`src/include/emu_consts.svh`:
```
`ifndef EMU_CONSTS_SVH
`define EMU_CONSTS_SVH

// width of one channel data word.
`define EMU_DATA_WIDTH 32

// entries per model FIFO.
// also the host's starting downlink credit count.
`define EMU_FIFO_DEPTH 16

// uplink credits held after reset.
`define EMU_UP_CREDITS 8

// credit counters and credit message count.
`define EMU_CNT_WIDTH 8

`endif

```
`src/emu_chan_pkg.sv`:
```
`default_nettype none

`include "emu_consts.svh"

package emu_chan_pkg;

    // one word on a target channel.
    typedef logic [`EMU_DATA_WIDTH-1:0] data_word_t;

    // read token from the target.
    typedef struct packed {
        logic valid;
        logic ren;
    } read_req_t;

    // write token from the target.
    typedef struct packed {
        logic       valid;
        logic       wen;
        data_word_t data;
    } write_req_t;

endpackage

`default_nettype wire

```
`src/emu_host_pkg.sv`:
```
`default_nettype none

package emu_host_pkg;

    // word pushed down by the host.
    typedef struct packed {
        logic                    valid;
        emu_chan_pkg::data_word_t data;
    } down_word_t;

    typedef enum logic {
        MSG_DATA   = 1'b0,
        MSG_CREDIT = 1'b1
    } host_msg_kind_t;

    // uplink message.
    // for a credit return the count sits in the low payload bits.
    typedef struct packed {
        host_msg_kind_t          kind;
        emu_chan_pkg::data_word_t payload;
    } host_msg_t;

endpackage

`default_nettype wire

```
`src/emu_fifo.sv`:
```
`timescale 1ns/100ps
`default_nettype none

module emu_fifo #(
    parameter type T     = logic,
    parameter int  DEPTH = 16
) (
    input  wire  mdl_clk,
    input  wire  rst,
    input  wire  push,
    input  wire  T push_data,
    input  wire  pop,
    output T     head,
    output logic empty,
    output logic full
);

    localparam int AW = (DEPTH > 1) ? $clog2(DEPTH) : 1;

    T mem [DEPTH];

    logic [AW-1:0] wr_ptr;
    logic [AW-1:0] rd_ptr;
    logic [AW:0]   count;
    logic          do_push;
    logic          do_pop;

    // requests against a full or empty buffer are dropped here.
    assign do_push = push && !full;
    assign do_pop  = pop && !empty;

    always_ff @(posedge mdl_clk) begin
        if (do_push) begin
            mem[wr_ptr] <= push_data;
        end
    end

    always_ff @(posedge mdl_clk) begin
        if (rst) begin
            wr_ptr <= '0;
            rd_ptr <= '0;
            count  <= '0;
        end else begin
            if (do_push) begin
                if (wr_ptr == AW'(DEPTH - 1)) begin
                    wr_ptr <= '0;
                end else begin
                    wr_ptr <= wr_ptr + 1'b1;
                end
            end
            if (do_pop) begin
                if (rd_ptr == AW'(DEPTH - 1)) begin
                    rd_ptr <= '0;
                end else begin
                    rd_ptr <= rd_ptr + 1'b1;
                end
            end
            case ({do_push, do_pop})
                2'b10:   count <= count + 1'b1;
                2'b01:   count <= count - 1'b1;
                default: count <= count;
            endcase
        end
    end

    assign empty = (count == '0);
    assign full  = (count == (AW + 1)'(DEPTH));
    assign head  = mem[rd_ptr];

endmodule

`default_nettype wire

```
`src/emu_data_source.sv`:
```
`timescale 1ns/100ps
`default_nettype none

`include "emu_consts.svh"

module emu_data_source (
    input  wire                       mdl_clk,
    input  wire                       rst,
    input  wire emu_host_pkg::down_word_t dn,
    input  wire emu_chan_pkg::read_req_t  rd,
    output logic                      rd_ready,
    output emu_chan_pkg::data_word_t  rdata,
    output logic                      credit_ret
);

    import emu_chan_pkg::*;

    logic rempty;
    logic rd_fire;

    // host credits keep dn from ever hitting a full FIFO.
    emu_fifo #(
        .T         (data_word_t),
        .DEPTH     (`EMU_FIFO_DEPTH)
    ) i_fifo (
        .mdl_clk   (mdl_clk),
        .rst       (rst),
        .push      (dn.valid),
        .push_data (dn.data),
        .pop       (rd_fire),
        .head      (rdata),
        .empty     (rempty),
        .full      ()
    );

    assign rd_ready = !rempty;

    // complete read token.
    assign rd_fire = rd.valid && rd.ren && rd_ready;

    // one slot freed per consumed word.
    assign credit_ret = rd_fire;

endmodule

`default_nettype wire

```
`src/emu_data_sink.sv`:
```
`timescale 1ns/100ps
`default_nettype none

`include "emu_consts.svh"

module emu_data_sink (
    input  wire                       mdl_clk,
    input  wire                       rst,
    input  wire emu_chan_pkg::write_req_t wr,
    output logic                      wr_ready,
    input  wire                       sink_pop,
    output emu_chan_pkg::data_word_t  sink_head,
    output logic                      sink_avail
);

    import emu_chan_pkg::*;

    logic wfull;
    logic wempty;
    logic wr_fire;

    emu_fifo #(
        .T         (data_word_t),
        .DEPTH     (`EMU_FIFO_DEPTH)
    ) i_fifo (
        .mdl_clk   (mdl_clk),
        .rst       (rst),
        .push      (wr_fire),
        .push_data (wr.data),
        .pop       (sink_pop),
        .head      (sink_head),
        .empty     (wempty),
        .full      (wfull)
    );

    // target stalls once the uplink stops draining.
    assign wr_ready = !wfull;

    assign wr_fire = wr.valid && wr.wen && wr_ready;

    // oldest word stays on sink_head until popped.
    assign sink_avail = !wempty;

endmodule

`default_nettype wire

```
`src/emu_host_uplink.sv`:
```
`timescale 1ns/100ps
`default_nettype none

`include "emu_consts.svh"

module emu_host_uplink (
    input  wire                      mdl_clk,
    input  wire                      rst,
    input  wire emu_chan_pkg::data_word_t sink_head,
    input  wire                      sink_avail,
    output logic                     sink_pop,
    input  wire                      credit_ret,
    input  wire                      up_credit,
    output emu_host_pkg::host_msg_t  up_msg,
    output logic                     up_valid
);

    import emu_chan_pkg::*;
    import emu_host_pkg::*;

    localparam int CW = `EMU_CNT_WIDTH;

    logic [CW-1:0] pend_cnt;
    logic [CW-1:0] up_cnt;
    logic          rr_credit;
    logic          can_send;
    logic          has_credit_msg;
    logic          send_data;
    logic          send_credit;
    logic          sent;

    assign can_send       = (up_cnt != '0);
    assign has_credit_msg = (pend_cnt != '0);

    // rr_credit set means the credit message goes first on a tie.
    always_comb begin
        send_data   = 1'b0;
        send_credit = 1'b0;
        if (can_send) begin
            if (sink_avail && has_credit_msg) begin
                send_credit = rr_credit;
                send_data   = !rr_credit;
            end else begin
                send_data   = sink_avail;
                send_credit = has_credit_msg;
            end
        end
    end

    assign sent     = send_data || send_credit;
    assign sink_pop = send_data;

    always_ff @(posedge mdl_clk) begin
        if (rst) begin
            pend_cnt  <= '0;
            up_cnt    <= CW'(`EMU_UP_CREDITS);
            rr_credit <= 1'b0;
            up_valid  <= 1'b0;
        end else begin
            // a return in the sending cycle starts the next batch.
            if (send_credit) begin
                pend_cnt <= CW'(credit_ret);
            end else begin
                pend_cnt <= pend_cnt + CW'(credit_ret);
            end
            up_cnt <= up_cnt + CW'(up_credit) - CW'(sent);
            if (send_data) begin
                rr_credit <= 1'b1;
            end else if (send_credit) begin
                rr_credit <= 1'b0;
            end
            up_valid <= sent;
        end
    end

    always_ff @(posedge mdl_clk) begin
        if (send_data) begin
            up_msg.kind    <= MSG_DATA;
            up_msg.payload <= sink_head;
        end else if (send_credit) begin
            up_msg.kind    <= MSG_CREDIT;
            up_msg.payload <= data_word_t'(pend_cnt);
        end
    end

endmodule

`default_nettype wire

```
`src/emu_model_io.sv`:
```
`timescale 1ns/100ps
`default_nettype none

module emu_model_io (
    input  wire                       mdl_clk,
    input  wire                       rst,
    input  wire emu_host_pkg::down_word_t dn,
    input  wire emu_chan_pkg::read_req_t  rd,
    output logic                      rd_ready,
    output emu_chan_pkg::data_word_t  rdata,
    input  wire emu_chan_pkg::write_req_t wr,
    output logic                      wr_ready,
    input  wire                       up_credit,
    output emu_host_pkg::host_msg_t   up_msg,
    output logic                      up_valid
);

    import emu_chan_pkg::*;

    logic       credit_ret;
    data_word_t sink_head;
    logic       sink_avail;
    logic       sink_pop;

    emu_data_source i_source (
        .mdl_clk    (mdl_clk),
        .rst        (rst),
        .dn         (dn),
        .rd         (rd),
        .rd_ready   (rd_ready),
        .rdata      (rdata),
        .credit_ret (credit_ret)
    );

    emu_data_sink i_sink (
        .mdl_clk    (mdl_clk),
        .rst        (rst),
        .wr         (wr),
        .wr_ready   (wr_ready),
        .sink_pop   (sink_pop),
        .sink_head  (sink_head),
        .sink_avail (sink_avail)
    );

    emu_host_uplink i_uplink (
        .mdl_clk    (mdl_clk),
        .rst        (rst),
        .sink_head  (sink_head),
        .sink_avail (sink_avail),
        .sink_pop   (sink_pop),
        .credit_ret (credit_ret),
        .up_credit  (up_credit),
        .up_msg     (up_msg),
        .up_valid   (up_valid)
    );

endmodule

`default_nettype wire

```
`config.mk`:
```
export PLATFORM = sky130hd
export DESIGN_NAME = emu_model_io
export DESIGN_NICKNAME = d
export VERILOG_FILES = /design/src/emu_chan_pkg.sv /design/src/emu_host_pkg.sv /design/src/emu_fifo.sv /design/src/emu_data_source.sv /design/src/emu_data_sink.sv /design/src/emu_host_uplink.sv /design/src/emu_model_io.sv
export VERILOG_INCLUDE_DIRS = /design/src /design/src/include
export SDC_FILE = /design/constraint.sdc
export NUM_CORES = 1
export LEC_CHECK = 0
export ABC_AREA = 1
export BUFFER_PORTS_ARGS = -buffer_cell sky130_fd_sc_hd__clkbuf_2
export CORE_ASPECT_RATIO = 0.8
export CORE_MARGIN = 2
export CORE_UTILIZATION = 45
export CTS_BUF_LIST = sky130_fd_sc_hd__clkbuf_8
export CTS_CLUSTER_SIZE = 16
export DETAILED_ROUTE_END_ITERATION = 10
export GPL_TIMING_DRIVEN = 1
export PLACE_DENSITY = 0.69
export SLEW_MARGIN = 10
export SYNTH_ARGS = -nofsm -noshare
export SYNTH_HDL_FRONTEND = slang
export SYNTH_SLANG_ARGS = --single-unit
```
`constraint.sdc`:
```
create_clock -name mdl_clk -period 3.9 [get_ports mdl_clk]
set_input_delay 0.78 -clock mdl_clk [delete_from_list [all_inputs] [get_ports mdl_clk]]
set_output_delay 0.78 -clock mdl_clk [all_outputs]
set_load 0.01 [all_outputs]
```
; Yosys cells after proc, flatten, opt, wreduce, memory -nomap -nowiden
; Memories as Yosys holds them, arrays and structs flattened. A register that Yosys moved wholly into a read port is not among the register bits.
; Index checks and enable logic that the tools add are counted.
[totals]
reg_bits = 77
latchBits = 0
mem_bits_rw = 1024
romBits = 0
inputBits = 72
output_inout_bits = 68
wordCells = 82
mem_count = 2
[mem_list]
columns = name, depth, width, rd, rd_clocked_by_memory_dff, wr, line
row1 = i_sink.i_fifo.mem, 16, 32, 1, 1, 1, emu_fifo.sv:20  ; T mem [DEPTH];
row2 = i_source.i_fifo.mem, 16, 32, 1, 1, 1, emu_fifo.sv:20
[op_classes]
add_sub_neg = 11
mul = 0
div = 0
order_cmp = 0
eq_ne = 10
shifts = 0
mux = 23
bitwise = 0
n_reduce_logical = 23
[ops]
columns = operator, count
row1 = 2-to-1 mux 32 bit, 2
row2 = 2-to-1 mux 4 bit, 8
row3 = one-hot mux 5 bit (2 select lines), 2
row4 = adder 4 x 1 -> 4 bit (second input constant), 4
row5 = adder 8 x 1 -> 8 bit, 2
row6 = equality test 4 bit (second input constant), 4
row7 = nonzero test 8 bit, 2
row8 = 2-to-1 mux 1 bit, 11
row9 = adder 5 x 1 -> 5 bit (second input constant), 2
row10 = equality test 5 bit (second input constant), 2
row11 = logical NOT 5 bit, 2
row12 = subtractor 5 x 1 -> 5 bit (second input constant), 2
row13 = logical AND 1 bit, 9
row14 = subtractor 8 x 1 -> 8 bit, 1
row15 = nonzero test 2 bit, 3
row16 = logical NOT 1 bit, 5
row17 = equality test 2 x 1 -> 1 bit (second input constant), 2
row18 = equality test 2 bit (second input constant), 2
row19 = OR reduction 2 bit, 1
row20 = logical OR 1 bit, 1

; Longest topological paths before layout
; Gate-level depths: netlist (run 1).
[logic_depth]
word_depth = 8
depth_mapped = 15
ltp_nobuf = 15

; Cells and area by module
; Synthesis (run 1) repeated with hierarchy kept, for this count alone.
[hier_totals]
hier_cells = 3806
hier_area_um2 = 46370.7
[by_module_without_submodules]
columns = mod, instances, cells_per_inst, area_per_inst_um2
row1 = emu_fifo at i_sink.i_fifo, 1, 1756, 21888.5
row2 = emu_fifo at i_source.i_fifo, 1, 1754, 21867.2
row3 = emu_host_uplink, 1, 289, 2583.7
row4 = emu_data_sink, 1, 4, 17.5
row5 = emu_data_source, 1, 3, 13.8

; Worst setup path before layout (run 1)
; Ideal clock, no wire load.
[synth_path]
kind = flip-flop to flip-flop
from = register i_uplink.pend_cnt[4]
to = register i_uplink.up_cnt[4]
setup_time_ns = 0.119
arrival_time_ns = 3.064
slack_ns = 0.717
stages_incl_launch_ff = 16
synth_period_minus_slack_ns = 3.183
cell_sequence = dfxtp_1 buf_2 nor2_1 nand3_2 o21ai_2 nand2_1 ha_1 inv_1 ha_1 fa_1 nand2_1 inv_1 o21ai_0 nand2_1 o21ai_0 a21oi_1
[synth_between]
elab_chain_len = 6
word_cells_on_any_way = 8
classes_between = 1 x add/sub / 4 x mux / 3 x reduce/logical
[synth_rtl]
columns = element, line
row1 = from (decl), emu_host_uplink.sv:23  ; logic [CW-1:0] pend_cnt;
row2 = from (signal assigned), emu_host_uplink.sv:62  ; pend_cnt <= CW'(credit_ret);
row3 = from (signal assigned), emu_host_uplink.sv:64  ; pend_cnt <= pend_cnt + CW'(credit_ret);
row4 = nonzero test 8 bit (*), emu_host_uplink.sv:33  ; assign has_credit_msg = (pend_cnt != '0);
row5 = logical AND 1 bit, emu_host_uplink.sv:40  ; if (sink_avail && has_credit_msg) begin
row6 = 2-to-1 mux 1 bit, emu_host_uplink.sv:40
row7 = 2-to-1 mux 1 bit, emu_host_uplink.sv:39  ; if (can_send) begin
row8 = logical OR 1 bit (*), emu_host_uplink.sv:50  ; assign sent = send_data || send_credit;
row9 = via i_uplink.sent, emu_host_uplink.sv:30  ; logic sent;
row10 = subtractor 8 x 1 -> 8 bit (*), emu_host_uplink.sv:66  ; up_cnt <= up_cnt + CW'(up_credit) - CW'(sent);
row11 = to (signal assigned), emu_host_uplink.sv:56  ; up_cnt <= CW'(`EMU_UP_CREDITS);
row12 = to (signal assigned), emu_host_uplink.sv:66
row13 = to (decl), emu_host_uplink.sv:24  ; logic [CW-1:0] up_cnt;
; Mark *: on every way through the listed nets, which the timed path passes. The rest lies on a longest branch.
; A chain may end at the register's enable or synchronous reset.

==> results of run 1 <==
cells by family after synthesis:
group / share of synthesized area [%]
buffers and inverters: 6.439
xor gates and xnor gates: 0.2679
and+or+nand+nor: 13.01
adders and majority gates: 0.9785
DFF: 71.59
AOI/OAI and AO/OA: 7.716
how the worst min path moves through the flow:
stage,startpoint,end,depth (start not counted)
after floorplan,i_uplink.rr_credit$_SDFFE_PP0N_,i_uplink.rr_credit$_SDFFE_PP0N_,2
after global placement,i_uplink.up_msg[32]$_SDFFE_PN0P_,i_uplink.up_msg[32]$_SDFFE_PN0P_,2
after detailed placement,i_uplink.up_msg[32]$_SDFFE_PN0P_,i_uplink.up_msg[32]$_SDFFE_PN0P_,2
after CTS,up_credit,i_uplink.up_cnt[0]$_SDFF_PP0_,4
after global routing,up_credit,i_uplink.up_cnt[0]$_SDFF_PP0_,4
final,up_credit,i_uplink.up_cnt[0]$_SDFF_PP0_,4
worst register-to-register path, delay by kind of cell (launching register included):
family | cells | cell delay, ns
buf+inv | 3 | 0.82
flops | 1 | 0.39
simple gates | 4 | 1.20
power by group:
part / internal (mW) / switching (mW)
Sequential: 13.6 / 0.245
Clock: 4.40 / 4.60
Combinational: 2.07 / 4.80
state kept, by name, summed over array words and instances (netlist names), named ones only:
signal                  flops
i_sink.i_fifo.mem         512
i_source.i_fifo.mem       512
i_sink.i_fifo.count         5
i_source.i_fifo.wr_ptr      4
i_uplink.pend_cnt           8
i_uplink.rr_credit          1
i_source.i_fifo.rd_ptr      4
i_uplink.up_valid           1
i_sink.i_fifo.wr_ptr        4
i_source.i_fifo.count       5
i_sink.i_fifo.rd_ptr        4
i_uplink.up_cnt             8
i_uplink.up_msg            33
cell usage in the layout (no fill, tap or decap), types with 3 or more instances in the layout:
cell type   count
edfxtp_1     1056
nand2_1       738
inv_1         524
nand3_1       414
nor2_1        242
o21ai_0       237
o211ai_1      184
a21oi_1       183
clkbuf_8      176
clkbuf_2      139
buf_4          57
dfxtp_1        45
clkinv_1       42
nor2_4         33
ha_1           31
buf_12         26
clkinv_2       21
xor2_1          8
nand4_1         7
xnor2_1         6
inv_12          6
inv_6           5
dfxtp_4         4
dfxtp_2         4
inv_8           4
o21ai_1         3
fa_1            3
clkinvlp_4      3
metrics by stage:
stage	cell area [um^2]	cells	total power, mW	hold WS (ns)
after floorplan	45780	3901	18.70	0.4683
after global placement	48190	5230	20.82	0.4451
after detailed placement	48190	5230	20.93	0.4566
after CTS	51340	5540	29.90	0.2746
after global routing	51350	5542	31.24	0.3209
final	51350	5542	29.76	0.3409
routing by layer:
metal / vias up / track usage (%) / part of all wire, %
li1: 13870 / - / -
met1: 14000 / 30.47 / 45
met2: 1178 / 29.25 / 42
met3: 164 / 5.509 / 10
met4: 4 / 6.872 / 2.2
met5: - / 0.8021 / 0.12
cell type report:
class	instances	area [um^2]	area share, %
sequential	1109	32790	63.86
multi-input combinational	2098	10300	20.06
clock buffer	176	2422	4.717
inverter	476	1797	3.499
tap	1325	1658	3.229
timing repair buffer	222	1644	3.202
clock inverter	134	729.5	1.421
antenna	2	5.005	0.009747
==> summary.txt, run 1 <==
Placed design
  • Dpl ws: between 0.8 and 0.9 ns
  • Post-DP HPWL: 64,840 um
  • IO buf count: 139
  • GP Congestion: 0.8769

Critical path
  • CP Data Arrival Time: 2.77 ns
  • CP peak stage delay: 0.46 ns
  • Slack of the worst reg-to-reg path: 1.13 ns
  • Startpoint Class: register
  • RR Startpoint: i_sink.i_fifo.count[0]$_SDFFE_PP0P_
  • Delay-heaviest family, CP: buffers and inverters
  • Critical setup path kind: reg2out
  • Slowest cell on crit path: dfxtp_4
  • Maximum fanout along the worst path: 88
  • Req. time, crit path: ~3.1 ns
  • RR Endpoint: i_sink.i_fifo.mem[14][25]$_DFFE_PP_
  • CP Capture Point: rdata[29]
  • Worst path depth: 8
  • CP cell instances: buf_12 -> buf_12 -> a21oi_1 -> o21ai_0 -> nand3_1 -> nand3_1 -> nand2_1 -> clkbuf_2
  • Worst reg2reg path depth: 7
  • Critical Path Sink Type: output pin
  • Crit path buffers/inverters: 3

GRT
  • GRT Overall Usage: 20.57%
  • Initial antenna violation count: 3
  • Vias in the first global route: 27,220
  • First-pass GRT wire length: 163,300 um
  • Total congestion overflow: 0
  • Largest net degree at the start of global routing: slightly below 100

Synth
  • Post-synth top flop: edfxtp_1
  • Cell count after synthesis: 3,901
  • Post-synth top cells: 1,056 x edfxtp_1, 739 x nand2_1, 472 x inv_1, 414 x nand3_1, 274 x nor2_1
  • Async SR Flop Fraction: 0%
  • Synthesized net count: 4,007
  • Area leader, netlist: edfxtp_1
  • Sequential element share of the synthesized area: 71.59%
  • Top cells by area, synth: edfxtp_1 69%, nand2_1 6.1%, nand3_1 4.5%
  • Syn Std Cell Area: between 40,000 and 50,000 um^2
  • Avg Cell Area, Syn: approximately 12 um^2
  • Syn. warnings: 0
  • Post-synth EDFFs: 1,056
  • Count leader, synth: edfxtp_1
  • Top-area cell type share of the netlist area: 69.27%
  • Flops & latches, synth: 1,109
  • Yosys cell types: 29

STA
  • Worst Clk Skew: 0.04381 ns
  • RSZ-0062 raised after global routing: no
  • PnR worst setup slack: about 0.35 ns
  • Endpoints failing setup: 0
  • F_max: 0.2816 GHz
  • Fin crit share: 91.04%
  • Relative slew slack: 41.58%
  • Setup TNS: 0 ns
  • Final period demand of the worst path: 3.551 ns
  • Max Slew Vio Count: 0
  • Worst-margin pin slew: 0.8763 ns
  • Final hold vios: 0

Routing
  • Post-route ant nets: 0
  • Via count: 29,210
  • DRT Wirelength: about 110,000 um
  • DRT Pass-1 Iters: 6
  • Drt initial violations: between 3,000 and 4,000
  • Wire length per cell: 19.57 um
  • Drc violations: 0
  • Avg Vias per Cell: about 5.3

Clock network
  • Clk root buf: clkbuf_8
  • H-tree depth: 4
  • # Post-CTS Setup Buffers: 0
  • Post-CTS Resized: 0
  • CTS tree: built
  • Post-CTS Hold Buffers: 0
  • Worst-path clk slew: 0.06 ns
  • Worst skew pair latency: 0.84 ns
  • CTS max path bufs: 3
  • Clock Sinks: 1,109
  • Num CTS Buffers: 168

Floorplan
  • CORE AREA: 100,700 um^2
  • Starting Density: 45.45%
  • Full die area: between 100,000 and 150,000 um^2
  • Die height: 289.3 um
  • Num ports: 140
  • Row cnt: around 100
  • Die Width: around 360 um

Finish
  • Fraction of layout cells with a size suffix above 1: 11.60%
  • # nets final: approximately 4,200
  • Layout Area Growth over Synthesis: 12.17%
  • Filler Cells Inserted: 8,564
  • Util after Layout: 50.98%

Outcome
  • Status: finished, final reports clean

Pwr
  • Pleak: 19.29 nW
  • Maximum vdd drop: 0.4206 mV
  • PD cells: 579.5 nW/um^2

Worst hold path
  • Worst min-delay path class: in2reg

Job
  • Max cap viols: 0
No activity file was read; power rests on OpenSTA's default activity.
==> inputs of run 2 (changes only) <==
--- a/config.mk
+++ b/config.mk
@@ -15,6 +15,7 @@
 export CTS_CLUSTER_SIZE = 16
 export DETAILED_ROUTE_END_ITERATION = 10
 export GPL_TIMING_DRIVEN = 1
+export MAX_ROUTING_LAYER = met4
 export PLACE_DENSITY = 0.69
 export SLEW_MARGIN = 10
 export SYNTH_ARGS = -nofsm -noshare
==> run 2 against run 1 <==
Against the previous run:
- clock skew increased by 0.0046 ns
- power about the same
- hold slack got worse by 0.013 ns
- via count up 0.21%
- die area stayed put
- non-clock buffer count stayed put
- core utilization hardly changed
- global-route usage is 0.67 points higher
- sequential power is essentially flat
- cell area is essentially flat
- cell count barely moved
- maximum frequency increased by 0.37%
- highest routed layer is now met4
==> summary.txt, run 2 (synthesis results as in run 1) <==
Floorplan
  • Row cnt: 104
  • Starting Density: 45.45%
  • Die Width: 360.6 um
  • Num ports: 140
  • Full die area: 104,300 um^2
  • CORE AREA: 100,700 um^2
  • Die height: 289.3 um

Finish
  • Non-filler cells, final: 5,543
  • Largest regs: i_sink.i_fifo.mem (512), i_source.i_fifo.mem (512), i_uplink.up_msg (33)
  • Finished Cell Area: just over 50,000 um^2
  • Commonest cells after routing, fill and taps aside: 1,056 x edfxtp_1, 738 x nand2_1, 524 x inv_1
  • Filler Cells Inserted: roughly 8,600
  • Fraction of layout cells with a size suffix above 1: 11.60%
  • Most common cell after layout, fill and taps aside: edfxtp_1
  • Layout Area Growth over Synthesis: 12.17%
  • Util after Layout: 50.99%
  • # nets final: 4,181

Clock network
  • Clk root buf: clkbuf_8
  • H-tree depth: 4
  • Worst skew pair latency: ~0.85 ns
  • Post-CTS Resized: 0
  • # Post-CTS Setup Buffers: 0
  • CTS tree: built
  • Worst-path clk slew: 0.07 ns
  • Clock Sinks: 1,109
  • CTS max path bufs: 3
  • Num CTS Buffers: 168
  • Post-CTS Hold Buffers: 0

Critical path
  • Critical setup path kind: reg2out
  • Worst reg2reg path depth: 7
  • RR Endpoint: i_sink.i_fifo.mem[14][25]$_DFFE_PP_
  • Slowest cell on crit path: dfxtp_4
  • CP peak stage delay: 0.47 ns
  • Slack of the worst reg-to-reg path: 1.13 ns
  • CP Data Arrival Time: 2.76 ns
  • Startpoint Class: register
  • Crit path buffers/inverters: 3
  • RR Startpoint: i_sink.i_fifo.count[0]$_SDFFE_PP0P_
  • Req. time, crit path: approximately 3.1 ns
  • Maximum fanout along the worst path: 88
  • CP cell instances: buf_12 -> buf_12 -> a21oi_1 -> o21ai_0 -> nand3_1 -> nand3_1 -> nand2_1 -> clkbuf_2
  • Delay-heaviest family, CP: buffers and inverters
  • Critical Path Sink Type: output pin

Routing
  • DRT Pass-1 Iters: 5
  • Post-route ant nets: 0
  • Drt initial violations: 3,016
  • Drc violations: 0
  • DRT Wirelength: around 110,000 um
  • Via count: 29,270
  • Avg Vias per Cell: ~5.3
  • Wire length per cell: between 15 and 20 um

STA
  • Fin crit share: roughly nine tenths
  • Endpoints failing setup: 0
  • Max Slew Vio Count: 0
  • Final hold vios: 0
  • WHS: 0.3278 ns
  • F_max: 0.2827 GHz
  • PnR worst setup slack: 0.3624 ns
  • Worst-margin pin slew: 0.8718 ns
  • Worst Clk Skew: 0.04837 ns
  • Relative slew slack: 41.88%
  • Setup TNS: 0 ns
  • Final period demand of the worst path: 3.538 ns
  • RSZ-0062 raised after global routing: no

Pwr
  • Sw frac: 32.43%
  • PD cells: just under 600 nW/um^2
  • Psw: 9.652 mW
  • Clock share of power: between 30% and 40%
  • Internal: 20.11 mW
  • Comb pwr share: a little under a quarter
  • Maximum vdd drop: between 0.4 and 0.5 mV
  • Flop pwr share: 46.7%
  • Pleak: roughly 19 nW
  • Power consumption: 29.77 mW

Placed design
  • DP Cell Count: 5,230
  • Dpl ws: 0.8834 ns
  • Placed cell area: 48,190 um^2
  • IO buf count: 139
  • Post-DP HPWL: between 60,000 and 70,000 um
  • GP Congestion: 0.8913

GRT
  • Met2 Use GR: 29.24%
  • First-pass GRT wire length: 163,600 um
  • Busiest grt layer: met1
  • Total congestion overflow: 0
  • GRT Overall Usage: 21.24%
  • GR Util met1: 30.57%
  • Initial antenna violation count: 3
  • Global-route track usage on met3: under 10%
  • Largest net degree at the start of global routing: 97
  • Vias in the first global route: 27,210

Job
  • Max cap viols: 0

Worst hold path
  • Worst min-delay path class: in2reg
  • Hold EP: i_uplink.up_cnt[0]$_SDFF_PP0_
  • HP Start: up_credit
  • WHS Path Cells: 4

Outcome
  • Status: finished, final reports clean
run 2: cell type report:
| class | instances | area, um^2 | share of cell area [%] |
|---|---|---|---|
| inverters | 476 | 1797 | 3.499 |
| repair buffers | 222 | 1644 | 3.202 |
| clock buffers | 176 | 2422 | 4.717 |
| clock inverters | 134 | 729.5 | 1.421 |
| multi-input cells | 2098 | 10300 | 20.06 |
| flip-flops and latches | 1109 | 32790 | 63.86 |
| diodes | 3 | 7.507 | 0.01462 |
| well taps | 1325 | 1658 | 3.228 |
run 2: routing by layer:
metal | up-vias | wire length (um) | part of all wire (%)
met3 | 169 | 11710 | 11
met2 | 1237 | 46090 | 43
li1 | 13880 | - | -
met5 | - | 0 | 0
met1 | 13990 | 48250 | 44
met4 | 0 | 2388 | 2.2
run 2: worst min-delay path: stages:
cell,delay (ns)
clkbuf_2,0.13
ha_1,0.14
inv_1,0.03
nor2_1,0.06
run 2: worst max-delay path by stage:
stage / from / cells past startpoint / end
global placement: wr[33] / 6 / i_sink.i_fifo.mem[14][26]$_DFFE_PP_
detailed placement: wr[33] / 6 / i_sink.i_fifo.mem[14][26]$_DFFE_PP_
floorplan: i_uplink.pend_cnt[4]$_SDFF_PP0_ / 15 / i_uplink.up_cnt[4]$_SDFF_PP0_
finish: register / 8 / rdata[29]
CTS: register / 8 / rdata[29]
global route: register / 8 / rdata[24]
run 2: power groups by stage:
stage                     clock network (mW)  registers, mW  logic (mW)
after floorplan                            0           14.1        4.58
after global placement                     0           14.1        6.70
after detailed placement                   0           14.1        6.79
after CTS                               9.18           13.9        6.83
after global routing                    9.70           13.9        7.61
final                                   9.01           13.9        6.87
